### src/coleco_pad_pkg.sv
//==============================
// coleco pad package
// keypad vector layout, console key codes, joystick bit positions
// and PS/2 scan codes shared by the controller input path
//==============================

package coleco_pad_pkg;

        //==============================
        // keypad vector
        //==============================
        localparam int KEYPAD_W = 20;

        typedef logic [KEYPAD_W-1:0] keypad_t;

        localparam int KP_DIGIT0 = 0;
        localparam int KP_DIGIT1 = 1;
        localparam int KP_DIGIT2 = 2;
        localparam int KP_DIGIT3 = 3;
        localparam int KP_DIGIT4 = 4;
        localparam int KP_DIGIT5 = 5;
        localparam int KP_DIGIT6 = 6;
        localparam int KP_DIGIT7 = 7;
        localparam int KP_DIGIT8 = 8;
        localparam int KP_DIGIT9 = 9;
        localparam int KP_STAR   = 10;
        localparam int KP_HASH   = 11;
        localparam int KP_PURPLE = 12;
        localparam int KP_BLUE   = 13;
        localparam int KP_UP     = 14;
        localparam int KP_DOWN   = 15;
        localparam int KP_LEFT   = 16;
        localparam int KP_RIGHT  = 17;
        localparam int KP_FIRE1  = 18;
        localparam int KP_FIRE2  = 19;

        // entries 0..13 take part in the key code priority scan
        localparam int KP_KEYS = 14;

        //==============================
        // joystick word
        //==============================
        localparam int JOY_W = 32;

        // source joystick bit for every keypad index, in keypad order
        // bits 20 and up of the joystick word are never referenced
        localparam int joy_src_table [0:KEYPAD_W-1] = '{
                8, 9, 10, 11, 12, 13, 14, 15, 16, 17,
                6, 7,
                18, 19,
                3, 2, 1, 0,
                4, 5
        };

        //==============================
        // console key codes
        //==============================
        typedef logic [3:0] key_code_t;

        localparam key_code_t KEY_0      = 4'b0011;
        localparam key_code_t KEY_1      = 4'b1110;
        localparam key_code_t KEY_2      = 4'b1101;
        localparam key_code_t KEY_3      = 4'b0110;
        localparam key_code_t KEY_4      = 4'b0001;
        localparam key_code_t KEY_5      = 4'b1001;
        localparam key_code_t KEY_6      = 4'b0111;
        localparam key_code_t KEY_7      = 4'b1100;
        localparam key_code_t KEY_8      = 4'b1000;
        localparam key_code_t KEY_9      = 4'b1011;
        localparam key_code_t KEY_STAR   = 4'b1010;
        localparam key_code_t KEY_HASH   = 4'b0101;
        localparam key_code_t KEY_PURPLE = 4'b0100;
        localparam key_code_t KEY_BLUE   = 4'b0010;
        // all lines released
        localparam key_code_t KEY_NONE   = 4'b1111;

        localparam key_code_t key_code_table [0:KP_KEYS-1] = '{
                KEY_0, KEY_1, KEY_2, KEY_3, KEY_4,
                KEY_5, KEY_6, KEY_7, KEY_8, KEY_9,
                KEY_STAR, KEY_HASH, KEY_PURPLE, KEY_BLUE
        };

        //==============================
        // PS/2 keyboard event
        //==============================
        // bit 10 toggle, bit 9 pressed, bits 8..0 scan code
        localparam int PS2_W = 11;

        // main row digits
        localparam logic [7:0] SC_1 = 8'h16;
        localparam logic [7:0] SC_2 = 8'h1E;
        localparam logic [7:0] SC_3 = 8'h26;
        localparam logic [7:0] SC_4 = 8'h25;
        localparam logic [7:0] SC_5 = 8'h2E;
        localparam logic [7:0] SC_6 = 8'h36;
        localparam logic [7:0] SC_7 = 8'h3D;
        localparam logic [7:0] SC_8 = 8'h3E;
        localparam logic [7:0] SC_9 = 8'h46;
        localparam logic [7:0] SC_0 = 8'h45;

        // numeric pad digits
        localparam logic [7:0] SCK_1 = 8'h69;
        localparam logic [7:0] SCK_2 = 8'h72;
        localparam logic [7:0] SCK_3 = 8'h7A;
        localparam logic [7:0] SCK_4 = 8'h6B;
        localparam logic [7:0] SCK_5 = 8'h73;
        localparam logic [7:0] SCK_6 = 8'h74;
        localparam logic [7:0] SCK_7 = 8'h6C;
        localparam logic [7:0] SCK_8 = 8'h75;
        localparam logic [7:0] SCK_9 = 8'h7D;
        localparam logic [7:0] SCK_0 = 8'h70;

        localparam logic [7:0] SC_STAR   = 8'h7C;
        localparam logic [7:0] SC_LSHIFT = 8'h12;
        localparam logic [7:0] SC_RSHIFT = 8'h59;
        localparam logic [7:0] SC_MINUS  = 8'h7B;

endpackage

### src/coleco_pad_top.sv
//==============================
// coleco pad top level
// keyboard keypad emulation, joystick mapping and the two
// player port encoders
//==============================

`timescale 1ns/1ps

module coleco_pad_top (
        input  logic                             clk_sys,
        input  logic                             rst_n_i,
        input  logic [coleco_pad_pkg::PS2_W-1:0] ps2_key_i,
        input  logic [coleco_pad_pkg::JOY_W-1:0] joy0_i,
        input  logic [coleco_pad_pkg::JOY_W-1:0] joy1_i,
        input  logic                             swap_i,
        input  logic [1:0]                       kp_sel_n_i,
        input  logic [1:0]                       joy_sel_n_i,
        output logic [7:0]                       pad_lines_o,
        output logic [1:0]                       pad_fire_o
);

        coleco_pad_pkg::keypad_t kbd_keypad;
        coleco_pad_pkg::keypad_t keypad_p0;
        coleco_pad_pkg::keypad_t keypad_p1;

        //==============================
        // keyboard and joystick inputs
        //==============================
        ps2_keypad_emu u_kbd (
                .clk_sys      (clk_sys),
                .rst_n_i      (rst_n_i),
                .ps2_key_i    (ps2_key_i),
                .kbd_keypad_o (kbd_keypad)
        );

        joy_keypad_map u_map (
                .joy0_i       (joy0_i),
                .joy1_i       (joy1_i),
                .swap_i       (swap_i),
                .kbd_keypad_i (kbd_keypad),
                .keypad_p0_o  (keypad_p0),
                .keypad_p1_o  (keypad_p1)
        );

        //==============================
        // port encoders
        //==============================
        // player 0 on the low nibble
        pad_port_encoder u_enc0 (
                .clk_sys     (clk_sys),
                .rst_n_i     (rst_n_i),
                .keypad_i    (keypad_p0),
                .kp_sel_n_i  (kp_sel_n_i[0]),
                .joy_sel_n_i (joy_sel_n_i[0]),
                .lines_o     (pad_lines_o[3:0]),
                .fire_o      (pad_fire_o[0])
        );

        pad_port_encoder u_enc1 (
                .clk_sys     (clk_sys),
                .rst_n_i     (rst_n_i),
                .keypad_i    (keypad_p1),
                .kp_sel_n_i  (kp_sel_n_i[1]),
                .joy_sel_n_i (joy_sel_n_i[1]),
                .lines_o     (pad_lines_o[7:4]),
                .fire_o      (pad_fire_o[1])
        );

endmodule

### src/joy_keypad_map.sv
//==============================
// joystick to keypad mapper
// optional player swap, reorders each joystick word into a keypad
// vector and merges in the keyboard keys
//==============================

`timescale 1ns/1ps

module joy_keypad_map (
        input  logic [coleco_pad_pkg::JOY_W-1:0] joy0_i,
        input  logic [coleco_pad_pkg::JOY_W-1:0] joy1_i,
        input  logic                             swap_i,
        input  coleco_pad_pkg::keypad_t          kbd_keypad_i,
        output coleco_pad_pkg::keypad_t          keypad_p0_o,
        output coleco_pad_pkg::keypad_t          keypad_p1_o
);

        logic [coleco_pad_pkg::JOY_W-1:0] joy_p0;
        logic [coleco_pad_pkg::JOY_W-1:0] joy_p1;
        coleco_pad_pkg::keypad_t          map_p0;
        coleco_pad_pkg::keypad_t          map_p1;

        //==============================
        // player swap
        //==============================
        assign joy_p0 = swap_i ? joy1_i : joy0_i;
        assign joy_p1 = swap_i ? joy0_i : joy1_i;

        // reorder by the source bit table
        always_comb begin
                for (int k = 0; k < coleco_pad_pkg::KEYPAD_W; k++) begin
                        map_p0[k] = joy_p0[coleco_pad_pkg::joy_src_table[k]];
                        map_p1[k] = joy_p1[coleco_pad_pkg::joy_src_table[k]];
                end
        end

        // keyboard keys count for both players
        assign keypad_p0_o = map_p0 | kbd_keypad_i;
        assign keypad_p1_o = map_p1 | kbd_keypad_i;

endmodule

### src/pad_port_encoder.sv
//==============================
// controller port encoder
// one player's port lines and fire line, selected by the keypad
// and joystick strobes, registered toward the console
//==============================

`timescale 1ns/1ps

module pad_port_encoder (
        input  logic                    clk_sys,
        input  logic                    rst_n_i,
        input  coleco_pad_pkg::keypad_t keypad_i,
        input  logic                    kp_sel_n_i,
        input  logic                    joy_sel_n_i,
        output logic [3:0]              lines_o,
        output logic                    fire_o
);

        coleco_pad_pkg::key_code_t kp_code;
        logic [3:0]                kp_lines;
        logic                      kp_fire;
        logic [3:0]                joy_lines;
        logic                      joy_fire;

        //==============================
        // keypad segment
        //==============================
        // scan downward so the lowest set index is the one kept
        always_comb begin
                kp_code = coleco_pad_pkg::KEY_NONE;
                for (int k = coleco_pad_pkg::KP_KEYS - 1; k >= 0; k--) begin
                        if (keypad_i[k]) begin
                                kp_code = coleco_pad_pkg::key_code_table[k];
                        end
                end
        end

        always_comb begin
                kp_lines = 4'b1111;
                kp_fire  = 1'b1;
                if (!kp_sel_n_i) begin
                        kp_lines = kp_code;
                        // fire 2 shows up on the keypad segment
                        kp_fire  = ~keypad_i[coleco_pad_pkg::KP_FIRE2];
                end
        end

        //==============================
        // joystick segment
        //==============================
        always_comb begin
                joy_lines = 4'b1111;
                joy_fire  = 1'b1;
                if (!joy_sel_n_i) begin
                        joy_lines = ~{keypad_i[coleco_pad_pkg::KP_UP],
                                      keypad_i[coleco_pad_pkg::KP_DOWN],
                                      keypad_i[coleco_pad_pkg::KP_LEFT],
                                      keypad_i[coleco_pad_pkg::KP_RIGHT]};
                        joy_fire  = ~keypad_i[coleco_pad_pkg::KP_FIRE1];
                end
        end

        // active low lines, so both segments combine by AND
        always_ff @(posedge clk_sys) begin
                if (!rst_n_i) begin
                        lines_o <= 4'b1111;
                        fire_o  <= 1'b1;
                end else begin
                        lines_o <= kp_lines & joy_lines;
                        fire_o  <= kp_fire & joy_fire;
                end
        end

endmodule

### src/ps2_keypad_emu.sv
//==============================
// ps2 keypad emulation
// tracks keyboard make/break events and holds the state of the
// digit, star, shift and minus keys as a keypad vector
//==============================

`timescale 1ns/1ps

module ps2_keypad_emu (
        input  logic                                 clk_sys,
        input  logic                                 rst_n_i,
        input  logic [coleco_pad_pkg::PS2_W-1:0]     ps2_key_i,
        output coleco_pad_pkg::keypad_t              kbd_keypad_o
);

        logic       toggle_q;
        logic       armed_q;
        logic       key_event;
        logic       pressed;
        logic [7:0] scan;

        logic [9:0] digit_q;
        logic       star_q;
        logic       shift_q;
        logic       minus_q;

        assign pressed   = ps2_key_i[9];
        assign scan      = ps2_key_i[7:0];
        // a new event flips bit 10
        assign key_event = armed_q && (toggle_q != ps2_key_i[10]);

        //==============================
        // button state
        //==============================
        always_ff @(posedge clk_sys) begin
                if (!rst_n_i) begin
                        toggle_q <= 1'b0;
                        armed_q  <= 1'b0;
                        digit_q  <= '0;
                        star_q   <= 1'b0;
                        shift_q  <= 1'b0;
                        minus_q  <= 1'b0;
                end else begin
                        // first cycle out of reset only picks up the live level
                        toggle_q <= ps2_key_i[10];
                        armed_q  <= 1'b1;
                        if (key_event) begin
                                case (scan)
                                        coleco_pad_pkg::SC_0, coleco_pad_pkg::SCK_0:
                                                digit_q[0] <= pressed;
                                        coleco_pad_pkg::SC_1, coleco_pad_pkg::SCK_1:
                                                digit_q[1] <= pressed;
                                        coleco_pad_pkg::SC_2, coleco_pad_pkg::SCK_2:
                                                digit_q[2] <= pressed;
                                        coleco_pad_pkg::SC_3, coleco_pad_pkg::SCK_3:
                                                digit_q[3] <= pressed;
                                        coleco_pad_pkg::SC_4, coleco_pad_pkg::SCK_4:
                                                digit_q[4] <= pressed;
                                        coleco_pad_pkg::SC_5, coleco_pad_pkg::SCK_5:
                                                digit_q[5] <= pressed;
                                        coleco_pad_pkg::SC_6, coleco_pad_pkg::SCK_6:
                                                digit_q[6] <= pressed;
                                        coleco_pad_pkg::SC_7, coleco_pad_pkg::SCK_7:
                                                digit_q[7] <= pressed;
                                        coleco_pad_pkg::SC_8, coleco_pad_pkg::SCK_8:
                                                digit_q[8] <= pressed;
                                        coleco_pad_pkg::SC_9, coleco_pad_pkg::SCK_9:
                                                digit_q[9] <= pressed;
                                        coleco_pad_pkg::SC_STAR:
                                                star_q <= pressed;
                                        // either shift key drives one shared state
                                        coleco_pad_pkg::SC_LSHIFT, coleco_pad_pkg::SC_RSHIFT:
                                                shift_q <= pressed;
                                        coleco_pad_pkg::SC_MINUS:
                                                minus_q <= pressed;
                                        default: begin
                                        end
                                endcase
                        end
                end
        end

        //==============================
        // keypad vector
        //==============================
        always_comb begin
                kbd_keypad_o = '0;
                kbd_keypad_o[coleco_pad_pkg::KP_DIGIT0] = digit_q[0];
                kbd_keypad_o[coleco_pad_pkg::KP_DIGIT1] = digit_q[1];
                kbd_keypad_o[coleco_pad_pkg::KP_DIGIT2] = digit_q[2];
                kbd_keypad_o[coleco_pad_pkg::KP_DIGIT3] = digit_q[3];
                kbd_keypad_o[coleco_pad_pkg::KP_DIGIT4] = digit_q[4];
                kbd_keypad_o[coleco_pad_pkg::KP_DIGIT5] = digit_q[5];
                kbd_keypad_o[coleco_pad_pkg::KP_DIGIT6] = digit_q[6];
                kbd_keypad_o[coleco_pad_pkg::KP_DIGIT7] = digit_q[7];
                kbd_keypad_o[coleco_pad_pkg::KP_DIGIT8] = digit_q[8];
                kbd_keypad_o[coleco_pad_pkg::KP_DIGIT9] = digit_q[9];
                // shift+8 and shift+3 as on a US layout
                kbd_keypad_o[coleco_pad_pkg::KP_STAR] = star_q | (shift_q & digit_q[8]);
                kbd_keypad_o[coleco_pad_pkg::KP_HASH] = minus_q | (shift_q & digit_q[3]);
        end

endmodule

### config.mk
export PLATFORM = sky130hd
export DESIGN_NAME = coleco_pad_top
export DESIGN_NICKNAME = d
export VERILOG_FILES = /design/src/coleco_pad_pkg.sv /design/src/coleco_pad_top.sv /design/src/joy_keypad_map.sv /design/src/pad_port_encoder.sv /design/src/ps2_keypad_emu.sv
export SDC_FILE = /design/constraint.sdc
export NUM_CORES = 1
export LEC_CHECK = 0
export BUFFER_PORTS_ARGS = -buffer_cell sky130_fd_sc_hd__buf_4
export CAP_MARGIN = 10
export CORE_UTILIZATION = 50
export DETAILED_ROUTE_END_ITERATION = 7
export PLACE_DENSITY = 0.82
export RECOVER_POWER = 25
export SLEW_MARGIN = 15
export SYNTH_ARGS = -nofsm -noshare
export SYNTH_HDL_FRONTEND = slang
export SYNTH_HIERARCHICAL = 1
export SYNTH_SLANG_ARGS = --single-unit
### constraint.sdc
create_clock -name clk_sys -period 6 [get_ports clk_sys]
set_input_delay 0.9 -clock clk_sys [delete_from_list [all_inputs] [get_ports clk_sys]]
set_output_delay 0.9 -clock clk_sys [all_outputs]
set_load 0.05 [all_outputs]
==> impl_metrics.json, run 1 <==
{
  "status": "completed",
  "fmax_ghz": 0.331,
  "combPwrFrac_pct": 37.7,
  "p_int_uw": 293,
  "nets": 430,
  "tritoncts": "built",
  "clk_latency_ns": 0.27,
  "post_cts_resize_count": 0,
  "finalClockSkew_ns": 0.00216,
  "area_growth_pct": 19.2,
  "vdd_drop_max_mv": 0.0885,
  "syn_area_per_cell_um2": 7.90,
  "track_usage_pct": 23.8,
  "first_pass_iters": 5,
  "ys_top_cells_by_area": "dfxtp_1 (21%), a211o_1 (15%), nor2b_1 (13%), mux2i_1 (5.6%), buf_4 (4.2%)",
  "r2r_cells": 6,
  "synth-edff-count": 0,
  "clk_path_buf_depth": 2,
  "p_sw_share_pct": 33.8,
  "crit_type": "primary input to register",
  "setup_viol": 0,
  "crit_fanout": 80,
  "yosys.area.top_type_share_pct": 21.4,
  "drive_gt1_share_pct": 20.5,
  "yosys_most_used_dff": "dfxtp_1",
  "layout_setup_ws_ns": 2.98,
  "clockPowerShare_pct": 23.0,
  "core_area_mm2": 0.00441,
  "grt.overflow.total": 0,
  "yosysSeqAreaShare_pct": 21.4,
  "postCtsHoldBufs": 0,
  "relSlewSlack_pct": 28.2,
  "numCtsBuffers": 3,
  "antenna_found_initial": 0,
  "antenna_cells": 0,
  "cts_sinks": 25,
  "place_inst": 395,
  "rsz0062_at_grt": "false",
  "min_period_over_period_pct": 50.3,
  "power.leakage_nw": 1.31,
  "pin_count": 92,
  "yosys_warnings": 6,
  "tightest_slew_ns": 1.08,
  "clk_pin_slew_ns": 0.09,
  "required_ns": 6.18,
  "syn_area_mm2": 0.00234,
  "drt_iter0_drc": 140,
  "die_area_mm2": 0.00495,
  "crit_path_end_kind": "register",
  "via_per_inst": 5.87,
  "portBuffers": 66,
  "post_cts_buffers": 0,
  "switchingPower_uw": 150,
  "powerDensity_mw_per_mm2": 159,
  "synthDistinctLibCells": 49,
  "totalWireLength_um": 5840,
  "vias": 2344,
  "synth_top_area_cell": "dfxtp_1",
  "place_ws_ns": 2.87,
  "die_h_um": 70.4,
  "root_buffer": "clkbuf_8",
  "hp-class": "register to register",
  "hold-path-cell-count": 2,
  "dp_hpwl_um": 4430,
  "ys_ff_latch": 25,
  "start_util_pct": 53.0,
  "grt_pass1_wl_um": 9650,
  "wl_per_cell_um": 14.6,
  "tns_ns": 0,
  "startpoint_type": "primary input",
  "die_x_um": 70.4,
  "synthCells": 296,
  "synthArstFlopShare_pct": 0,
  "grt_pass1_vias": 2111,
  "r2r_slack_ns": 3.76,
  "antenna_left": 0,
  "place_congestion": 0.877,
  "slew_violations": 0,
  "finalHoldViolCount": 0,
  "drc": 0,
  "rows": 24,
  "seqPwrFrac_pct": 39.4,
  "grt_max_degree": 81,
  "total_power_uw": 443,
  "finalCriticalPeriod_ns": 3.02,
  "whs_ns": 0.463,
  "worstPathArrival_ns": 3.20,
  "fin_cells": 399,
  "h-tree-depth": 1,
  "maxCapViolations": 0
}
[power by group through the flow]
stage	clock (mW)	sequential, mW	combinational, mW
6_report	0.102	0.174	0.167
5_1_grt	0.111	0.175	0.181
4_1_cts	0.103	0.175	0.165
3_5_place_dp	0	0.178	0.164
3_3_place_gp	0	0.178	0.162
2_1_floorplan	0	0.199	0.0938
[routing by layer]
layer  global-route usage (%)  vias up  routed length, µm
met5                        0        -                  0
met4                     6.22        0                 69
met3                     2.89        6                239
met2                     36.6       50               2600
met1                     34.9     1089               2940
li1                         -     1199                  -
[worst paths after layout]
| check | end | startpoint |
|---|---|---|
| min | u_kbd/star_q$_SDFFE_PN0P_ | u_kbd/star_q$_SDFFE_PN0P_ |
| max reg2reg | u_enc0/lines_o[3]$_SDFF_PN1_ | u_kbd/digit_q[3]$_SDFFE_PN0P_ |
| min reg2reg | u_kbd/star_q$_SDFFE_PN0P_ | u_kbd/star_q$_SDFFE_PN0P_ |
| max | u_enc0/lines_o[3]$_SDFF_PN1_ | swap_i |
[worst max-delay path: stages]
cell and delay (ns):
buf_4 0.55, nor2b_1 0.10, a211o_1 0.29, or3_1 0.41, a2111oi_1 0.56, nor4_1 0.11, o311ai_1 0.25
[through the flow]
stage	instance area, µm²	util [%]
final	2790	63.1
after global routing	2790	63.1
after CTS	2790	63.2
after detailed placement	2740	62.2
after global placement	2740	62.2
after floorplan	2360	-
[cells in the mapped netlist (2+ instances only)]
| master | n |
|---|---|
| o31a_1 | 2 |
| o311ai_0 | 2 |
| o22ai_1 | 4 |
| o21ai_0 | 2 |
| o221ai_1 | 2 |
| a211o_1 | 40 |
| clkbuf_1 | 5 |
| xor2_1 | 2 |
| a2bb2oi_1 | 2 |
| mux2i_1 | 13 |
| dfxtp_1 | 25 |
| nand4bb_1 | 2 |
| o311ai_1 | 2 |
| o32ai_1 | 3 |
| inv_1 | 8 |
| nand2_1 | 21 |
| a2111oi_1 | 2 |
| nor2b_1 | 50 |
| nor2_1 | 17 |
| a2111o_1 | 2 |
| nor3b_1 | 5 |
| o21ai_1 | 2 |
| a22oi_1 | 2 |
| a21o_1 | 2 |
| a221o_1 | 2 |
| nand3_1 | 5 |
| and2_1 | 2 |
| or3_1 | 2 |
| buf_2 | 3 |
| nand2b_1 | 10 |
| buf_4 | 13 |
| a311oi_1 | 2 |
| nor3_1 | 10 |
| nand3b_1 | 2 |
| buf_6 | 4 |
| nand4_1 | 4 |
| nor4_1 | 8 |
[layout make-up]
class	count	area [µm²]
inverter	8	30.0
fill	407	1630
clock buffer	3	41.3
clock inverter	1	5.00
multi-input combinational	244	1650
tap	52	65.1
sequential	25	500
timing repair buffer	66	492
[logic make-up (layout without fill, tap and decap cells)]
kind of cell | count (synthesis) | in the layout | share of synthesized area (%)
xor+xnor | 2 | 2 | 0.749
compound gates | 76 | 76 | 27.9
buf+inv | 34 | 78 | 9.04
mux | 13 | 13 | 5.56
other cells | 1 | 8 | 0.160
simple gates | 145 | 145 | 35.2
flops | 25 | 25 | 21.4
[state kept, by name (all words and copies together) (netlist names)]
register	count
u_kbd/toggle_q	1
u_enc0/lines_o	4
u_enc1/lines_o	4
u_kbd/digit_q	10
u_enc0/fire_o	1
u_kbd/armed_q	1
u_kbd/shift_q	1
u_enc1/fire_o	1
u_kbd/star_q	1
u_kbd/minus_q	1
[cells in the final DEF, fill, tap and decap left out, types with 3 or more instances in the layout]
cell | Yosys | routed
a211o_1 | 40 | 40
buf_4 | 13 | 65
clkbuf_8 | 0 | 3
conb_1 | 1 | 8
dfxtp_1 | 25 | 25
inv_1 | 8 | 8
mux2i_1 | 13 | 13
nand2_1 | 21 | 21
nand2b_1 | 10 | 10
nand3_1 | 5 | 5
nand4_1 | 4 | 4
nor2_1 | 17 | 17
nor2b_1 | 50 | 50
nor3_1 | 10 | 10
nor3b_1 | 5 | 5
nor4_1 | 8 | 8
o22ai_1 | 4 | 4
o32ai_1 | 3 | 3
Power figures use the tool's default switching activity.
==> run 2: changes to the inputs <==
==> constraint.sdc (replaced) <==
create_clock -name clk_sys -period 3 [get_ports clk_sys]
set_input_delay 0.45 -clock clk_sys [delete_from_list [all_inputs] [get_ports clk_sys]]
set_output_delay 0.45 -clock clk_sys [all_outputs]
set_load 0.05 [all_outputs]
==> run 2 against run 1 <==
Effect of this change: global-route usage rose by 0.45 points; clock skew increased by 0.0034 ns; clock-buffer cell count stayed put; critical path type unchanged; clock power up 98%; register-to-register slack got worse by 2.9 ns; power up 100%; sequential share of layout area about the same; sequential power increased by 100%.
==> impl_metrics.json, run 2 (same netlist as run 1, synthesis figures left out) <==
{
  "post_cts_buffers": 0,
  "status": "completed",
  "portBuffers": 66,
  "regMostFlops": "u_kbd/digit_q",
  "maxCapViolations": 0,
  "vdd_drop_max_mv": 0.309,
  "postCtsHoldBufs": 0,
  "min_from": "ps2_key_i[10]",
  "min_period_over_period_pct": 79.0,
  "clk_latency_ns": 0.27,
  "area_growth_pct": 19.5,
  "start_util_pct": 53.0,
  "tns_ns": 0,
  "vias": 2409,
  "post_cts_resize_count": 0,
  "die_h_um": 70.4,
  "grt_pass1_wl_um": 9860,
  "nets": 431,
  "slew_violations": 0,
  "mostFrequentLayoutCells": "buf_4 (66), nor2b_1 (50), a211o_1 (40), dfxtp_1 (25), nand2_1 (21)",
  "core_area_mm2": 0.00441,
  "antenna_cells": 0,
  "required_ns": 3.17,
  "whs_ns": 0.394,
  "tritoncts": "built",
  "grt.overflow.total": 0,
  "wl_per_cell_um": 14.8,
  "layout_commonest_cell": "buf_4",
  "relSlewSlack_pct": 22.7,
  "largestRegisters": "u_kbd/digit_q x10, u_enc0/lines_o x4, u_enc1/lines_o x4",
  "track_usage_pct": 24.3,
  "drive_gt1_share_pct": 20.7,
  "rr_startpoint": "u_kbd/digit_q[3]$_SDFFE_PN0P_",
  "crit_type": "primary input to register",
  "finalClockSkew_ns": 0.00559,
  "startpoint_type": "primary input",
  "h-tree-depth": 1,
  "clk_path_buf_depth": 2,
  "drc": 0,
  "die_x_um": 70.4,
  "finalCriticalPeriod_ns": 2.37,
  "first_pass_iters": 4,
  "root_buffer": "clkbuf_8",
  "place_congestion": 0.873,
  "fmax_ghz": 0.422,
  "powerDensity_mw_per_mm2": 318,
  "pin_count": 92,
  "crit_fanout": 59,
  "cts_sinks": 25,
  "largest_reg_flops": 10,
  "setup_viol": 0,
  "clk_pin_slew_ns": 0.08,
  "fin_cells": 400,
  "place_inst": 396,
  "crit_path_end_kind": "register",
  "antenna_found_initial": 0,
  "hp-class": "primary input to register",
  "totalWireLength_um": 5940,
  "die_area_mm2": 0.00495,
  "grt_max_degree": 60,
  "finalHoldViolCount": 0,
  "tightest_slew_ns": 1.16,
  "drt_iter0_drc": 171,
  "rsz0062_at_grt": "false",
  "grt_pass1_vias": 2135,
  "via_per_inst": 6.02,
  "numCtsBuffers": 3,
  "worstPathArrival_ns": 2.54,
  "rows": 24,
  "antenna_left": 0,
  "dp_hpwl_um": 4550,
  "power.leakage_nw": 1.31,
  "crit_start": "swap_i"
}
## run 2: cell types whose count changed in the layout (fill, tap and decap cells not counted)
cell and change:
and2_0 -1, and2_1 +1, buf_4 +1
## run 2: path summary, 6_finish.rpt
| path | cells past startpoint | slack, ns | endpoint |
|---|---|---|---|
| hold / removal | 2 | 0.39 | u_kbd/toggle_q$_SDFF_PN0_ |
| setup reg to reg | 6 | 0.84 | u_enc0/lines_o[3]$_SDFF_PN1_ |
| setup / recovery | 7 | 0.63 | u_enc0/lines_o[3]$_SDFF_PN1_ |
| hold reg to reg | 2 | 0.47 | u_kbd/minus_q$_SDFFE_PN0P_ |
## run 2: critical path, stage by stage
cell	delay, ns
buf_4	0.43
nor2b_1	0.10
a211o_1	0.28
or3_1	0.41
a2111oi_1	0.46
nor4_1	0.11
o311ai_1	0.28
## run 2: where the power goes
group / total, mW / internal (mW) / switching (mW)
Clock: 0.202 / 0.0930 / 0.109
Sequential: 0.349 / 0.345 / 0.00418
Combinational: 0.337 / 0.150 / 0.187
## run 2: through the flow
| step | util, % | area, µm² | setup WS [ns] | power [mW] |
|---|---|---|---|---|
| CTS | 63.4 | 2800 | 0.679 | 0.893 |
| global route | 63.3 | 2790 | 0.516 | 0.941 |
| global placement | 62.3 | 2750 | 0.470 | 0.682 |
| detailed placement | 62.3 | 2750 | 0.404 | 0.689 |
| finish | 63.3 | 2790 | 0.631 | 0.888 |
| floorplan | - | 2360 | 0.895 | 0.586 |
## run 2: per-layer routing
metal | part of all wire, % | up-vias | track usage, %
met5 | 0 | - | 0
met4 | 0.67 | 0 | 4.89
met3 | 5.8 | 6 | 3.61
met2 | 45 | 72 | 38.6
met1 | 48 | 1137 | 34.6
li1 | - | 1194 | -
## run 2: final cells by class
class,instances,area (µm²)
clock buffer,3,41.3
clock inverter,1,5.00
fill,412,1620
inverter,8,30.0
multi-input combinational,244,1650
sequential,25,500
tap,52,65.1
timing repair buffer,67,499
